[src/spi_adc_pkg.sv]
// logger constants, adc config word, range thresholds, state and range enums
package spi_adc_pkg;

    // adc reading and framing sizes
    localparam int CODE_W            = 18;  // one adc reading
    localparam int BYTES_PER_SAMPLE  = 4;   // bytes per adc transaction and per packed sample
    localparam int SAMPLES_PER_FRAME = 10;
    localparam int FRAME_BYTES       = BYTES_PER_SAMPLE * SAMPLES_PER_FRAME;  // 40
    localparam int FRAME_ADDR_W      = 6;   // covers 0..39

    // 1.25x unipolar setup, MSB byte first on the wire
    localparam logic [31:0] ADC_CONFIG_WORD = 32'hD014_000B;

    // autorange thresholds on the raw code
    localparam logic [CODE_W-1:0] RANGE_LIMIT_LOW  = CODE_W'(2100);
    localparam logic [CODE_W-1:0] RANGE_LIMIT_HIGH = CODE_W'(220000);

    // measurement ranges, mA is the widest
    typedef enum logic [1:0] {
        RANGE_MA,
        RANGE_UA,
        RANGE_NA
    } range_e;

    // adc transaction FSM
    typedef enum logic [1:0] {
        ADC_IDLE,    // waiting on period tick
        ADC_STROBE,  // convst high
        ADC_SHIFT,   // four bytes under cs_n
        ADC_DONE     // sample_valid out
    } adc_state_e;

    // mcu frame FSM
    typedef enum logic [1:0] {
        STREAM_IDLE,
        STREAM_SHIFT,
        STREAM_END
    } stream_state_e;

endpackage

[src/spi_byte_master.sv]
// spi_byte_master: mode-0 full-duplex SPI master, one byte per request
module spi_byte_master #(
    parameter int CLKS_PER_HALF_BIT = 2
) (
    input  logic       CLK,
    input  logic       r_spi_master_adc_reset,
    input  logic [7:0] i_tx_byte,
    input  logic       i_tx_dv,      // one-cycle request
    output logic       o_tx_ready,
    output logic       o_rx_dv,      // one-cycle, byte done
    output logic [7:0] o_rx_byte,
    output logic       o_spi_clk,
    output logic       o_spi_mosi,
    input  logic       i_spi_miso
);

    localparam int HALF_W = $clog2(CLKS_PER_HALF_BIT + 1);

    logic              r_busy;
    logic [HALF_W-1:0] r_half_cnt;   // clocks within a half bit
    logic [4:0]        r_edges_left; // 16 sclk edges per byte
    logic [7:0]        r_tx_shift;
    logic [7:0]        r_rx_shift;
    logic              w_half_done;

    assign w_half_done = (r_half_cnt == HALF_W'(CLKS_PER_HALF_BIT - 1));
    assign o_tx_ready  = ~r_busy;
    assign o_rx_byte   = r_rx_shift;  // complete when o_rx_dv pulses

    always_ff @(posedge CLK) begin
        if (!r_spi_master_adc_reset) begin
            r_busy       <= 1'b0;
            r_half_cnt   <= '0;
            r_edges_left <= '0;
            o_rx_dv      <= 1'b0;
            o_spi_clk    <= 1'b0;  // cpol 0
            o_spi_mosi   <= 1'b0;
        end else begin
            o_rx_dv <= 1'b0;
            if (i_tx_dv && !r_busy) begin
                r_busy       <= 1'b1;
                r_half_cnt   <= '0;
                r_edges_left <= 5'd16;
                o_spi_mosi   <= i_tx_byte[7];  // msb ahead of first rising edge
            end else if (r_busy) begin
                if (w_half_done) begin
                    r_half_cnt   <= '0;
                    o_spi_clk    <= ~o_spi_clk;
                    r_edges_left <= r_edges_left - 5'd1;
                    if (o_spi_clk) begin
                        o_spi_mosi <= r_tx_shift[7];  // falling edge, next bit out
                    end
                    if (r_edges_left == 5'd1) begin
                        r_busy  <= 1'b0;  // last falling edge
                        o_rx_dv <= 1'b1;
                    end
                end else begin
                    r_half_cnt <= r_half_cnt + HALF_W'(1);
                end
            end
        end
    end

    // shift registers, payload only
    always_ff @(posedge CLK) begin
        if (i_tx_dv && !r_busy) begin
            r_tx_shift <= {i_tx_byte[6:0], 1'b0};
        end else if (r_busy && w_half_done) begin
            if (o_spi_clk) begin
                r_tx_shift <= {r_tx_shift[6:0], 1'b0};
            end else begin
                r_rx_shift <= {r_rx_shift[6:0], i_spi_miso};  // rising edge sample
            end
        end
    end

    // callers must wait for ready, a request while busy is lost
    a_no_req_while_busy: assert property (
        @(posedge CLK) disable iff (!r_spi_master_adc_reset)
        i_tx_dv |-> o_tx_ready
    );

endmodule

[src/adc_sampler.sv]
// conversion timer, one-time config, 4-byte adc read and code extraction
module adc_sampler #(
    parameter int CONV_PERIOD       = 400,
    parameter int CLKS_PER_HALF_BIT = 2
) (
    input  logic                            CLK,
    input  logic                            r_spi_master_adc_reset,
    output logic                            o_adc_convst,
    output logic                            o_adc_cs_n,
    output logic                            o_adc_sclk,
    output logic                            o_adc_mosi,
    input  logic                            i_adc_miso,
    output logic                            o_sample_valid,
    output logic [spi_adc_pkg::CODE_W-1:0]  o_sample_code
);

    localparam int PERIOD_W = $clog2(CONV_PERIOD);

    spi_adc_pkg::adc_state_e r_state;

    logic [PERIOD_W-1:0] r_period_cnt;
    logic                r_configured;  // config word already sent
    logic [1:0]          r_byte_cnt;    // received bytes in this window
    logic [31:0]         r_tx_word;     // top byte goes out next
    logic [23:0]         r_rx_word;     // bytes 0..2 only
    logic                r_tx_dv;
    logic                w_tick;
    logic                w_rx_dv;
    logic [7:0]          w_rx_byte;
    logic                w_last_byte;

    assign w_tick      = (r_period_cnt == PERIOD_W'(CONV_PERIOD - 1));
    assign w_last_byte = (r_byte_cnt == 2'(spi_adc_pkg::BYTES_PER_SAMPLE - 1));

    // free-running conversion period
    always_ff @(posedge CLK) begin
        if (!r_spi_master_adc_reset) begin
            r_period_cnt <= '0;
        end else if (w_tick) begin
            r_period_cnt <= '0;
        end else begin
            r_period_cnt <= r_period_cnt + PERIOD_W'(1);
        end
    end

    always_ff @(posedge CLK) begin
        if (!r_spi_master_adc_reset) begin
            r_state        <= spi_adc_pkg::ADC_IDLE;
            r_configured   <= 1'b0;
            r_byte_cnt     <= '0;
            r_tx_dv        <= 1'b0;
            o_adc_convst   <= 1'b0;
            o_adc_cs_n     <= 1'b1;
            o_sample_valid <= 1'b0;
        end else begin
            r_tx_dv        <= 1'b0;  // strobes by default
            o_sample_valid <= 1'b0;
            case (r_state)
                spi_adc_pkg::ADC_IDLE: begin
                    if (w_tick) begin
                        o_adc_convst <= 1'b1;
                        r_state      <= spi_adc_pkg::ADC_STROBE;
                    end
                end
                spi_adc_pkg::ADC_STROBE: begin
                    o_adc_convst <= 1'b0;   // single cycle strobe
                    o_adc_cs_n   <= 1'b0;
                    r_byte_cnt   <= '0;
                    r_tx_dv      <= 1'b1;   // first byte with cs_n
                    r_state      <= spi_adc_pkg::ADC_SHIFT;
                end
                spi_adc_pkg::ADC_SHIFT: begin
                    if (w_rx_dv) begin
                        if (w_last_byte) begin
                            o_adc_cs_n     <= 1'b1;
                            o_sample_valid <= 1'b1;
                            r_configured   <= 1'b1;
                            r_state        <= spi_adc_pkg::ADC_DONE;
                        end else begin
                            r_byte_cnt <= r_byte_cnt + 2'd1;
                            r_tx_dv    <= 1'b1;  // back to back
                        end
                    end
                end
                default: begin  // ADC_DONE while valid is out
                    r_state <= spi_adc_pkg::ADC_IDLE;
                end
            endcase
        end
    end

    // tx word shift and rx byte capture
    always_ff @(posedge CLK) begin
        if (r_state == spi_adc_pkg::ADC_STROBE) begin
            r_tx_word <= r_configured ? 32'h0 : spi_adc_pkg::ADC_CONFIG_WORD;
        end else if (w_rx_dv) begin
            r_tx_word <= {r_tx_word[23:0], 8'h00};
        end
        if (w_rx_dv && !w_last_byte) begin
            r_rx_word <= {r_rx_word[15:0], w_rx_byte};
        end
        if (w_rx_dv && w_last_byte) begin
            o_sample_code <= r_rx_word[23:6];  // byte0, byte1, byte2[7:6]
        end
    end

    spi_byte_master #(
        .CLKS_PER_HALF_BIT (CLKS_PER_HALF_BIT)
    ) u_adc_spi (
        .CLK                    (CLK),
        .r_spi_master_adc_reset (r_spi_master_adc_reset),
        .i_tx_byte              (r_tx_word[31:24]),
        .i_tx_dv                (r_tx_dv),
        .o_tx_ready             (),
        .o_rx_dv                (w_rx_dv),
        .o_rx_byte              (w_rx_byte),
        .o_spi_clk              (o_adc_sclk),
        .o_spi_mosi             (o_adc_mosi),
        .i_spi_miso             (i_adc_miso)
    );

    // adc window must end before the next period tick
    a_tick_while_busy: assert property (
        @(posedge CLK) disable iff (!r_spi_master_adc_reset)
        (w_tick && r_state != spi_adc_pkg::ADC_IDLE) |-> 1'b0
    );

endmodule

[src/range_framer.sv]
// autorange ladder, sample packing, ping-pong frame banks and read port
module range_framer (
    input  logic                                  CLK,
    input  logic                                  r_spi_master_adc_reset,
    input  logic                                  i_sample_valid,
    input  logic [spi_adc_pkg::CODE_W-1:0]        i_sample_code,
    input  logic [spi_adc_pkg::FRAME_ADDR_W-1:0]  i_rd_addr,
    output logic [7:0]                            o_rd_byte,
    output logic                                  o_range_ma,
    output logic                                  o_range_ua,
    output logic                                  o_range_na,
    output logic                                  o_frame_ready
);

    localparam int FB = spi_adc_pkg::FRAME_BYTES;
    localparam int AW = spi_adc_pkg::FRAME_ADDR_W;

    spi_adc_pkg::range_e r_range;
    spi_adc_pkg::range_e w_range_next;

    logic [7:0]  r_bank0 [0:FB-1];
    logic [7:0]  r_bank1 [0:FB-1];
    logic        r_fill_bank;     // bank taking samples
    logic [3:0]  r_idx;           // sample index 0..9
    logic [31:0] w_sample;        // packed 4 bytes
    logic [AW-1:0] w_base;

    assign o_range_ma = (r_range == spi_adc_pkg::RANGE_MA);
    assign o_range_ua = (r_range == spi_adc_pkg::RANGE_UA);
    assign o_range_na = (r_range == spi_adc_pkg::RANGE_NA);

    // tag carries the range before the update
    assign w_sample = {o_range_ma, o_range_ua, o_range_na, 1'b0, r_idx, 6'b0, i_sample_code};
    assign w_base   = {r_idx, 2'b00};

    // streamer reads the completed bank
    assign o_rd_byte = r_fill_bank ? r_bank0[i_rd_addr] : r_bank1[i_rd_addr];

    // one ladder step per sample with the high limit first
    always_comb begin
        w_range_next = r_range;
        if (i_sample_code >= spi_adc_pkg::RANGE_LIMIT_HIGH) begin
            if (r_range == spi_adc_pkg::RANGE_NA) w_range_next = spi_adc_pkg::RANGE_UA;
            if (r_range == spi_adc_pkg::RANGE_UA) w_range_next = spi_adc_pkg::RANGE_MA;
        end else if (i_sample_code <= spi_adc_pkg::RANGE_LIMIT_LOW) begin
            if (r_range == spi_adc_pkg::RANGE_MA) w_range_next = spi_adc_pkg::RANGE_UA;
            if (r_range == spi_adc_pkg::RANGE_UA) w_range_next = spi_adc_pkg::RANGE_NA;
        end
    end

    always_ff @(posedge CLK) begin
        if (!r_spi_master_adc_reset) begin
            r_range       <= spi_adc_pkg::RANGE_MA;
            r_idx         <= '0;
            r_fill_bank   <= 1'b0;
            o_frame_ready <= 1'b0;
        end else begin
            o_frame_ready <= 1'b0;
            if (i_sample_valid) begin
                r_range <= w_range_next;
                if (r_idx == 4'(spi_adc_pkg::SAMPLES_PER_FRAME - 1)) begin
                    r_idx         <= '0;
                    r_fill_bank   <= ~r_fill_bank;  // frame done so swap banks
                    o_frame_ready <= 1'b1;
                end else begin
                    r_idx <= r_idx + 4'd1;
                end
            end
        end
    end

    // all four bytes land in one cycle msb first
    always_ff @(posedge CLK) begin
        if (i_sample_valid) begin
            for (int k = 0; k < spi_adc_pkg::BYTES_PER_SAMPLE; k++) begin
                if (r_fill_bank) begin
                    r_bank1[w_base + AW'(k)] <= w_sample[31 - 8*k -: 8];
                end else begin
                    r_bank0[w_base + AW'(k)] <= w_sample[31 - 8*k -: 8];
                end
            end
        end
    end

    a_range_onehot: assert property (
        @(posedge CLK) disable iff (!r_spi_master_adc_reset)
        $onehot({o_range_ma, o_range_ua, o_range_na})
    );

endmodule

[src/mcu_streamer.sv]
// mcu_streamer: sends each completed 40-byte frame to the MCU under one chip select
module mcu_streamer #(
    parameter int CLKS_PER_HALF_BIT = 2
) (
    input  logic                                  CLK,
    input  logic                                  r_spi_master_adc_reset,
    input  logic                                  i_frame_ready,
    output logic [spi_adc_pkg::FRAME_ADDR_W-1:0]  o_rd_addr,
    input  logic [7:0]                            i_rd_byte,
    output logic                                  o_mcu_cs_n,
    output logic                                  o_mcu_sclk,
    output logic                                  o_mcu_mosi
);

    localparam int AW = spi_adc_pkg::FRAME_ADDR_W;

    spi_adc_pkg::stream_state_e r_state;

    logic r_tx_dv;
    logic w_tx_ready;
    logic w_rx_dv;

    always_ff @(posedge CLK) begin
        if (!r_spi_master_adc_reset) begin
            r_state    <= spi_adc_pkg::STREAM_IDLE;
            o_rd_addr  <= '0;
            o_mcu_cs_n <= 1'b1;
            r_tx_dv    <= 1'b0;
        end else begin
            r_tx_dv <= 1'b0;
            case (r_state)
                spi_adc_pkg::STREAM_IDLE: begin
                    if (i_frame_ready) begin
                        o_rd_addr  <= '0;
                        o_mcu_cs_n <= 1'b0;
                        r_tx_dv    <= 1'b1;  // byte 0 with cs_n
                        r_state    <= spi_adc_pkg::STREAM_SHIFT;
                    end
                end
                spi_adc_pkg::STREAM_SHIFT: begin
                    if (w_rx_dv) begin
                        if (o_rd_addr == AW'(spi_adc_pkg::FRAME_BYTES - 1)) begin
                            r_state <= spi_adc_pkg::STREAM_END;
                        end else begin
                            o_rd_addr <= o_rd_addr + AW'(1);
                            r_tx_dv   <= 1'b1;
                        end
                    end
                end
                default: begin  // STREAM_END, release cs
                    o_mcu_cs_n <= 1'b1;
                    r_state    <= spi_adc_pkg::STREAM_IDLE;
                end
            endcase
        end
    end

    spi_byte_master #(
        .CLKS_PER_HALF_BIT (CLKS_PER_HALF_BIT)
    ) u_mcu_spi (
        .CLK                    (CLK),
        .r_spi_master_adc_reset (r_spi_master_adc_reset),
        .i_tx_byte              (i_rd_byte),  // read port is combinational
        .i_tx_dv                (r_tx_dv),
        .o_tx_ready             (w_tx_ready),
        .o_rx_dv                (w_rx_dv),
        .o_rx_byte              (),
        .o_spi_clk              (o_mcu_sclk),
        .o_spi_mosi             (o_mcu_mosi),
        .i_spi_miso             (1'b0)        // no mcu miso pin
    );

    // next frame must not complete before this one is out
    a_frame_overrun: assert property (
        @(posedge CLK) disable iff (!r_spi_master_adc_reset)
        i_frame_ready |-> (r_state == spi_adc_pkg::STREAM_IDLE && w_tx_ready)
    );

endmodule

[src/current_logger_top.sv]
// current_logger_top: adc sampler, range framer and mcu streamer wired to the pins
module current_logger_top #(
    parameter int ADC_CLKS_PER_HALF_BIT = 2,
    parameter int MCU_CLKS_PER_HALF_BIT = 2,
    parameter int CONV_PERIOD           = 400
) (
    input  logic CLK,
    input  logic r_spi_master_adc_reset,
    output logic o_adc_convst,
    output logic o_adc_cs_n,
    output logic o_adc_sclk,
    output logic o_adc_mosi,
    input  logic i_adc_miso,
    output logic o_mcu_cs_n,
    output logic o_mcu_sclk,
    output logic o_mcu_mosi,
    output logic o_range_ma,
    output logic o_range_ua,
    output logic o_range_na
);

    logic                                 w_sample_valid;
    logic [spi_adc_pkg::CODE_W-1:0]       w_sample_code;
    logic                                 w_frame_ready;
    logic [spi_adc_pkg::FRAME_ADDR_W-1:0] w_rd_addr;
    logic [7:0]                           w_rd_byte;

    adc_sampler #(
        .CONV_PERIOD       (CONV_PERIOD),
        .CLKS_PER_HALF_BIT (ADC_CLKS_PER_HALF_BIT)
    ) u_adc_sampler (
        .CLK                    (CLK),
        .r_spi_master_adc_reset (r_spi_master_adc_reset),
        .o_adc_convst           (o_adc_convst),
        .o_adc_cs_n             (o_adc_cs_n),
        .o_adc_sclk             (o_adc_sclk),
        .o_adc_mosi             (o_adc_mosi),
        .i_adc_miso             (i_adc_miso),
        .o_sample_valid         (w_sample_valid),
        .o_sample_code          (w_sample_code)
    );

    range_framer u_range_framer (
        .CLK                    (CLK),
        .r_spi_master_adc_reset (r_spi_master_adc_reset),
        .i_sample_valid         (w_sample_valid),
        .i_sample_code          (w_sample_code),
        .i_rd_addr              (w_rd_addr),
        .o_rd_byte              (w_rd_byte),
        .o_range_ma             (o_range_ma),
        .o_range_ua             (o_range_ua),
        .o_range_na             (o_range_na),
        .o_frame_ready          (w_frame_ready)
    );

    mcu_streamer #(
        .CLKS_PER_HALF_BIT (MCU_CLKS_PER_HALF_BIT)
    ) u_mcu_streamer (
        .CLK                    (CLK),
        .r_spi_master_adc_reset (r_spi_master_adc_reset),
        .i_frame_ready          (w_frame_ready),
        .o_rd_addr              (w_rd_addr),
        .i_rd_byte              (w_rd_byte),
        .o_mcu_cs_n             (o_mcu_cs_n),
        .o_mcu_sclk             (o_mcu_sclk),
        .o_mcu_mosi             (o_mcu_mosi)
    );

endmodule

[config.mk]
export PLATFORM = sky130hd
export DESIGN_NAME = current_logger_top
export DESIGN_NICKNAME = d
export VERILOG_FILES = /design/src/spi_adc_pkg.sv /design/src/spi_byte_master.sv /design/src/adc_sampler.sv /design/src/range_framer.sv /design/src/mcu_streamer.sv /design/src/current_logger_top.sv
export SDC_FILE = /design/constraint.sdc
export NUM_CORES = 1
export LEC_CHECK = 0
export CAP_MARGIN = 15
export CORE_ASPECT_RATIO = 1.2
export CORE_MARGIN = 2
export CORE_UTILIZATION = 59
export CTS_BUF_LIST = sky130_fd_sc_hd__clkbuf_4
export DETAILED_ROUTE_END_ITERATION = 7
export DONT_BUFFER_PORTS = 1
export PLACE_DENSITY_LB_ADDON = 0.05
export SKIP_LAST_GASP = 1
export SYNTH_ARGS = -nofsm -noshare
export SYNTH_HDL_FRONTEND = slang
export SYNTH_SLANG_ARGS = --single-unit
[constraint.sdc]
create_clock -name CLK -period 3.62 [get_ports CLK]
set_clock_uncertainty 0.05 [all_clocks]
set_input_delay 0.181 -clock CLK [delete_from_list [all_inputs] [get_ports CLK]]
set_output_delay 0.181 -clock CLK [all_outputs]
set_load 0.1 [all_outputs]
==> impl_metrics.toml <==
[place]
dpl.cell_count = 1828
dp_hpwl_mm = 32.7
gp_congestion = 0.820
numPortBuffers = 0

[cts]
clockRootBuffer = "clkbuf_4"
cts-resized-gates = 0
path_clk_slew_ns = 0.07
htreeDepth = 4
worstSkewPairLatency_ns = 0.88
clock-sinks = 633
max-clock-path-buffers = 3
postCtsSetupBuffers = 0
cts_tree = "built"
cts_inserted_buffers = 153

[worst_setup_path]
critPathArrivalTime_ns = 3.41
slowest_delay_ns = 0.84
cp-start-kind = "flop"
crit_fanout = 19
crit_path_end_kind = "flop"
critPathRequiredTime_ns = 4.30
path_class = "flop to flop"
path_cells = "mux4_2 > and3_1 > a2111oi_0 > o211ai_1 > a31oi_1 > a311oi_1"
cp_slowest_cell = "dfxtp_2"

[min_path]
hp-class = "primary input to flop"

[yosys]
syn_inst = 1278
postSynth.asyncResetShare = 0
ys_ff_latch = 633
synth_nets = 1292
synth_edf_count = 569
ys_types = 57
netlist_area_um2 = 24300
yosys_warnings = 0
synthFlopType = "edfxtp_1"
synth.avg_cell_area_um2 = 19.0
seq_area_frac_synth = 0.756

[final_layout]
fill_cells = 2819
nets = 1461
layout-drive-gt1-share = 0.289
final_cells = 2109
area_growth_pct = 12.6
seq_area_um2 = 18400
multi_input_area_um2 = 5620

[global_route]
grt_pass1_vias = 13352
track_usage = 0.265
grt_pass1_wl_mm = 80.9
grt_overflow_total = 0
antenna_found_initial = 2
grt_max_degree = 41

[routing]
via_per_inst = 6.05
num_vias = 12754
ant_nets = 0
drt_iter0_markers = 1347
wire_per_inst_um = 25.5
drc = 0
drt_pass1_iterations = 5
routed_wl_mm = 53.8

[timing]
period_minus_slack_ns = 2.73
relSlewSlack = 0.213
finalSetupTns_ns = 0
rsz0062_at_grt = "false"
drv_slew = 0
fmax_mhz = 366
finalSetupViolCount = 0
worst_pin_slew_ns = 1.18
report.final.hold_viol_count = 0
finalCritPeriodShare = 0.754

[power]
vdd.ir_drop.worst_uv = 357
p_leak_nw = 8.82
p_per_area_nw_per_um2 = 501

[floorplanning]
start_util = 0.598
die_w_um = 189
num_rows = 81
ioPinCount = 13
die_y_um = 226
core_um2 = 40600
dieArea_um2 = 42800

[status]
status = "completed"

[run]
cap_violations = 0
==> through the flow <==
stage	utilization	cell area, µm²	worst slack [ns]	power, mW	hold slack (ns)
detailed placement	0.625	25400	0.872	8.20	0.206
global placement	0.625	25400	0.852	8.20	0.200
finish	0.673	27300	0.891	13.7	0.266
floorplan	-	24300	0.163	8.18	0.230
global route	0.673	27300	0.722	14.2	0.269
CTS	0.672	27300	0.891	13.8	0.223
==> registers in the layout (all words and copies together), names as in the netlist, 2 cells and up, named ones only <==
| name | cells |
|---|---|
| u_adc_sampler.r_rx_word | 24 |
| u_adc_sampler.r_state | 2 |
| u_adc_sampler.u_adc_spi.r_edges_left | 5 |
| u_mcu_streamer.u_mcu_spi.r_tx_shift | 7 |
| u_range_framer.r_bank0 | 250 |
| u_adc_sampler.u_adc_spi.r_tx_shift | 7 |
| u_mcu_streamer.o_rd_addr | 6 |
| u_mcu_streamer.r_state | 2 |
| u_mcu_streamer.u_mcu_spi.r_half_cnt | 2 |
| u_adc_sampler.r_tx_word | 5 |
| u_range_framer.r_idx | 4 |
| u_range_framer.r_range | 2 |
| u_adc_sampler.o_sample_code | 18 |
| u_range_framer.r_bank1 | 250 |
| u_adc_sampler.u_adc_spi.r_half_cnt | 2 |
| u_adc_sampler.r_byte_cnt | 2 |
| u_adc_sampler.r_period_cnt | 9 |
| u_adc_sampler.u_adc_spi.o_rx_byte | 8 |
| u_mcu_streamer.u_mcu_spi.r_edges_left | 5 |
==> synth_stat cells, types with 7 or more instances <==
library cell / number / area [µm²]
edfxtp_1: 569 / 17100
buf_4: 9 / 67.6
nor3_1: 8 / 40.0
mux4_2: 114 / 2570
buf_2: 23 / 115
nor2b_1: 16 / 100
dfxtp_1: 64 / 1280
mux2i_1: 51 / 510
a21oi_1: 27 / 135
nand2_1: 63 / 236
nand2b_1: 8 / 50.1
xor2_1: 10 / 87.6
inv_1: 18 / 67.6
nand3_1: 16 / 80.1
xnor2_1: 16 / 140
nor2_1: 85 / 319
a211oi_1: 11 / 82.6
o21ai_0: 25 / 125
clkbuf_1: 22 / 82.6
a22oi_1: 7 / 52.6
nand4_1: 11 / 68.8
ha_1: 11 / 138
==> layout make-up <==
| type | instances | share of cell area |
|---|---|---|
| timing repair buffer | 71 | 0.0244 |
| multi-input combinational | 569 | 0.206 |
| antenna | 3 | 0.000275 |
| inverter | 19 | 0.00261 |
| clock inverter | 58 | 0.0103 |
| tap | 539 | 0.0247 |
| clock buffer | 217 | 0.0596 |
| sequential | 633 | 0.672 |
==> power by group <==
part | internal (mW) | leakage [nW] | switching (mW)
registers | 7.87 | 5.69 | 0.0502
clock network | 2.92 | 1.15 | 2.72
logic | 0.0461 | 1.98 | 0.0756
==> what timing repair did <==
item	4_1_cts	5_1_grt
endpoints found under the hold margin	65	0
hold buffers	3	0
endpoints found under the setup margin	0	0
==> layer usage <==
metal,GRT usage,up-vias,part of all wire
li1,-,5570,-
met1,0.333,6546,0.38
met2,0.449,551,0.52
met3,0.0584,87,0.070
met4,0.112,0,0.026
met5,0,-,0
==> worst max-delay path: cells and delay by family, from the launching register on <==
kind | cells | cell delay [ns]
flops | 1 | 0.84
mux | 1 | 0.42
compound gates | 4 | 1.08
simple gates | 1 | 0.19
==> cell families after synthesis <==
kind of cell	count (synthesis)	share of synthesized area
buffers and inverters	76	0.0154
and+or+nand+nor	243	0.0473
DFF	633	0.756
muxes	176	0.136
xor gates and xnor gates	26	0.00938
AOI/OAI and AO/OA	113	0.0303
adders and majority gates	11	0.00567
==> layout by cell type (no fill, tap or decap), types with 4 or more instances in the layout <==
master,count
nand2b_1,8
and2_1,6
nor2b_1,13
a22o_1,4
nor4_1,4
o221ai_1,5
xor2_1,10
nand2_1,63
mux2i_1,51
a21oi_1,27
mux2_2,5
ha_1,11
a211oi_1,11
buf_12,10
clkbuf_4,217
nor3b_1,4
mux4_2,114
o211ai_1,6
nor3_1,4
nand3_1,16
inv_1,18
inv_2,7
xnor2_1,16
mux4_1,6
or4_1,4
nor2_2,14
clkinv_2,9
buf_4,58
and3_1,6
nor3_2,4
o21ai_0,25
clkinv_1,41
dfxtp_1,59
a31oi_1,5
nand4_1,11
o22ai_1,4
edfxtp_1,569
a22oi_1,7
nor2_1,70
==> final timing paths <==
| kind | start | end | slack [ns] | depth (start not counted) |
|---|---|---|---|---|
| worst min-delay path | r_spi_master_adc_reset | u_adc_sampler.o_adc_cs_n | 0.27 | 2 |
| worst min register to register | u_adc_sampler.r_rx_word[23] | u_adc_sampler.o_sample_code[17] | 0.37 | 0 |
| worst max register to register | flop | u_mcu_streamer.u_mcu_spi.o_spi_mosi | 0.89 | 6 |
| worst max-delay path | flop | u_mcu_streamer.u_mcu_spi.o_spi_mosi | 0.89 | 6 |
Note: power is estimated with default switching activity, not from simulation.
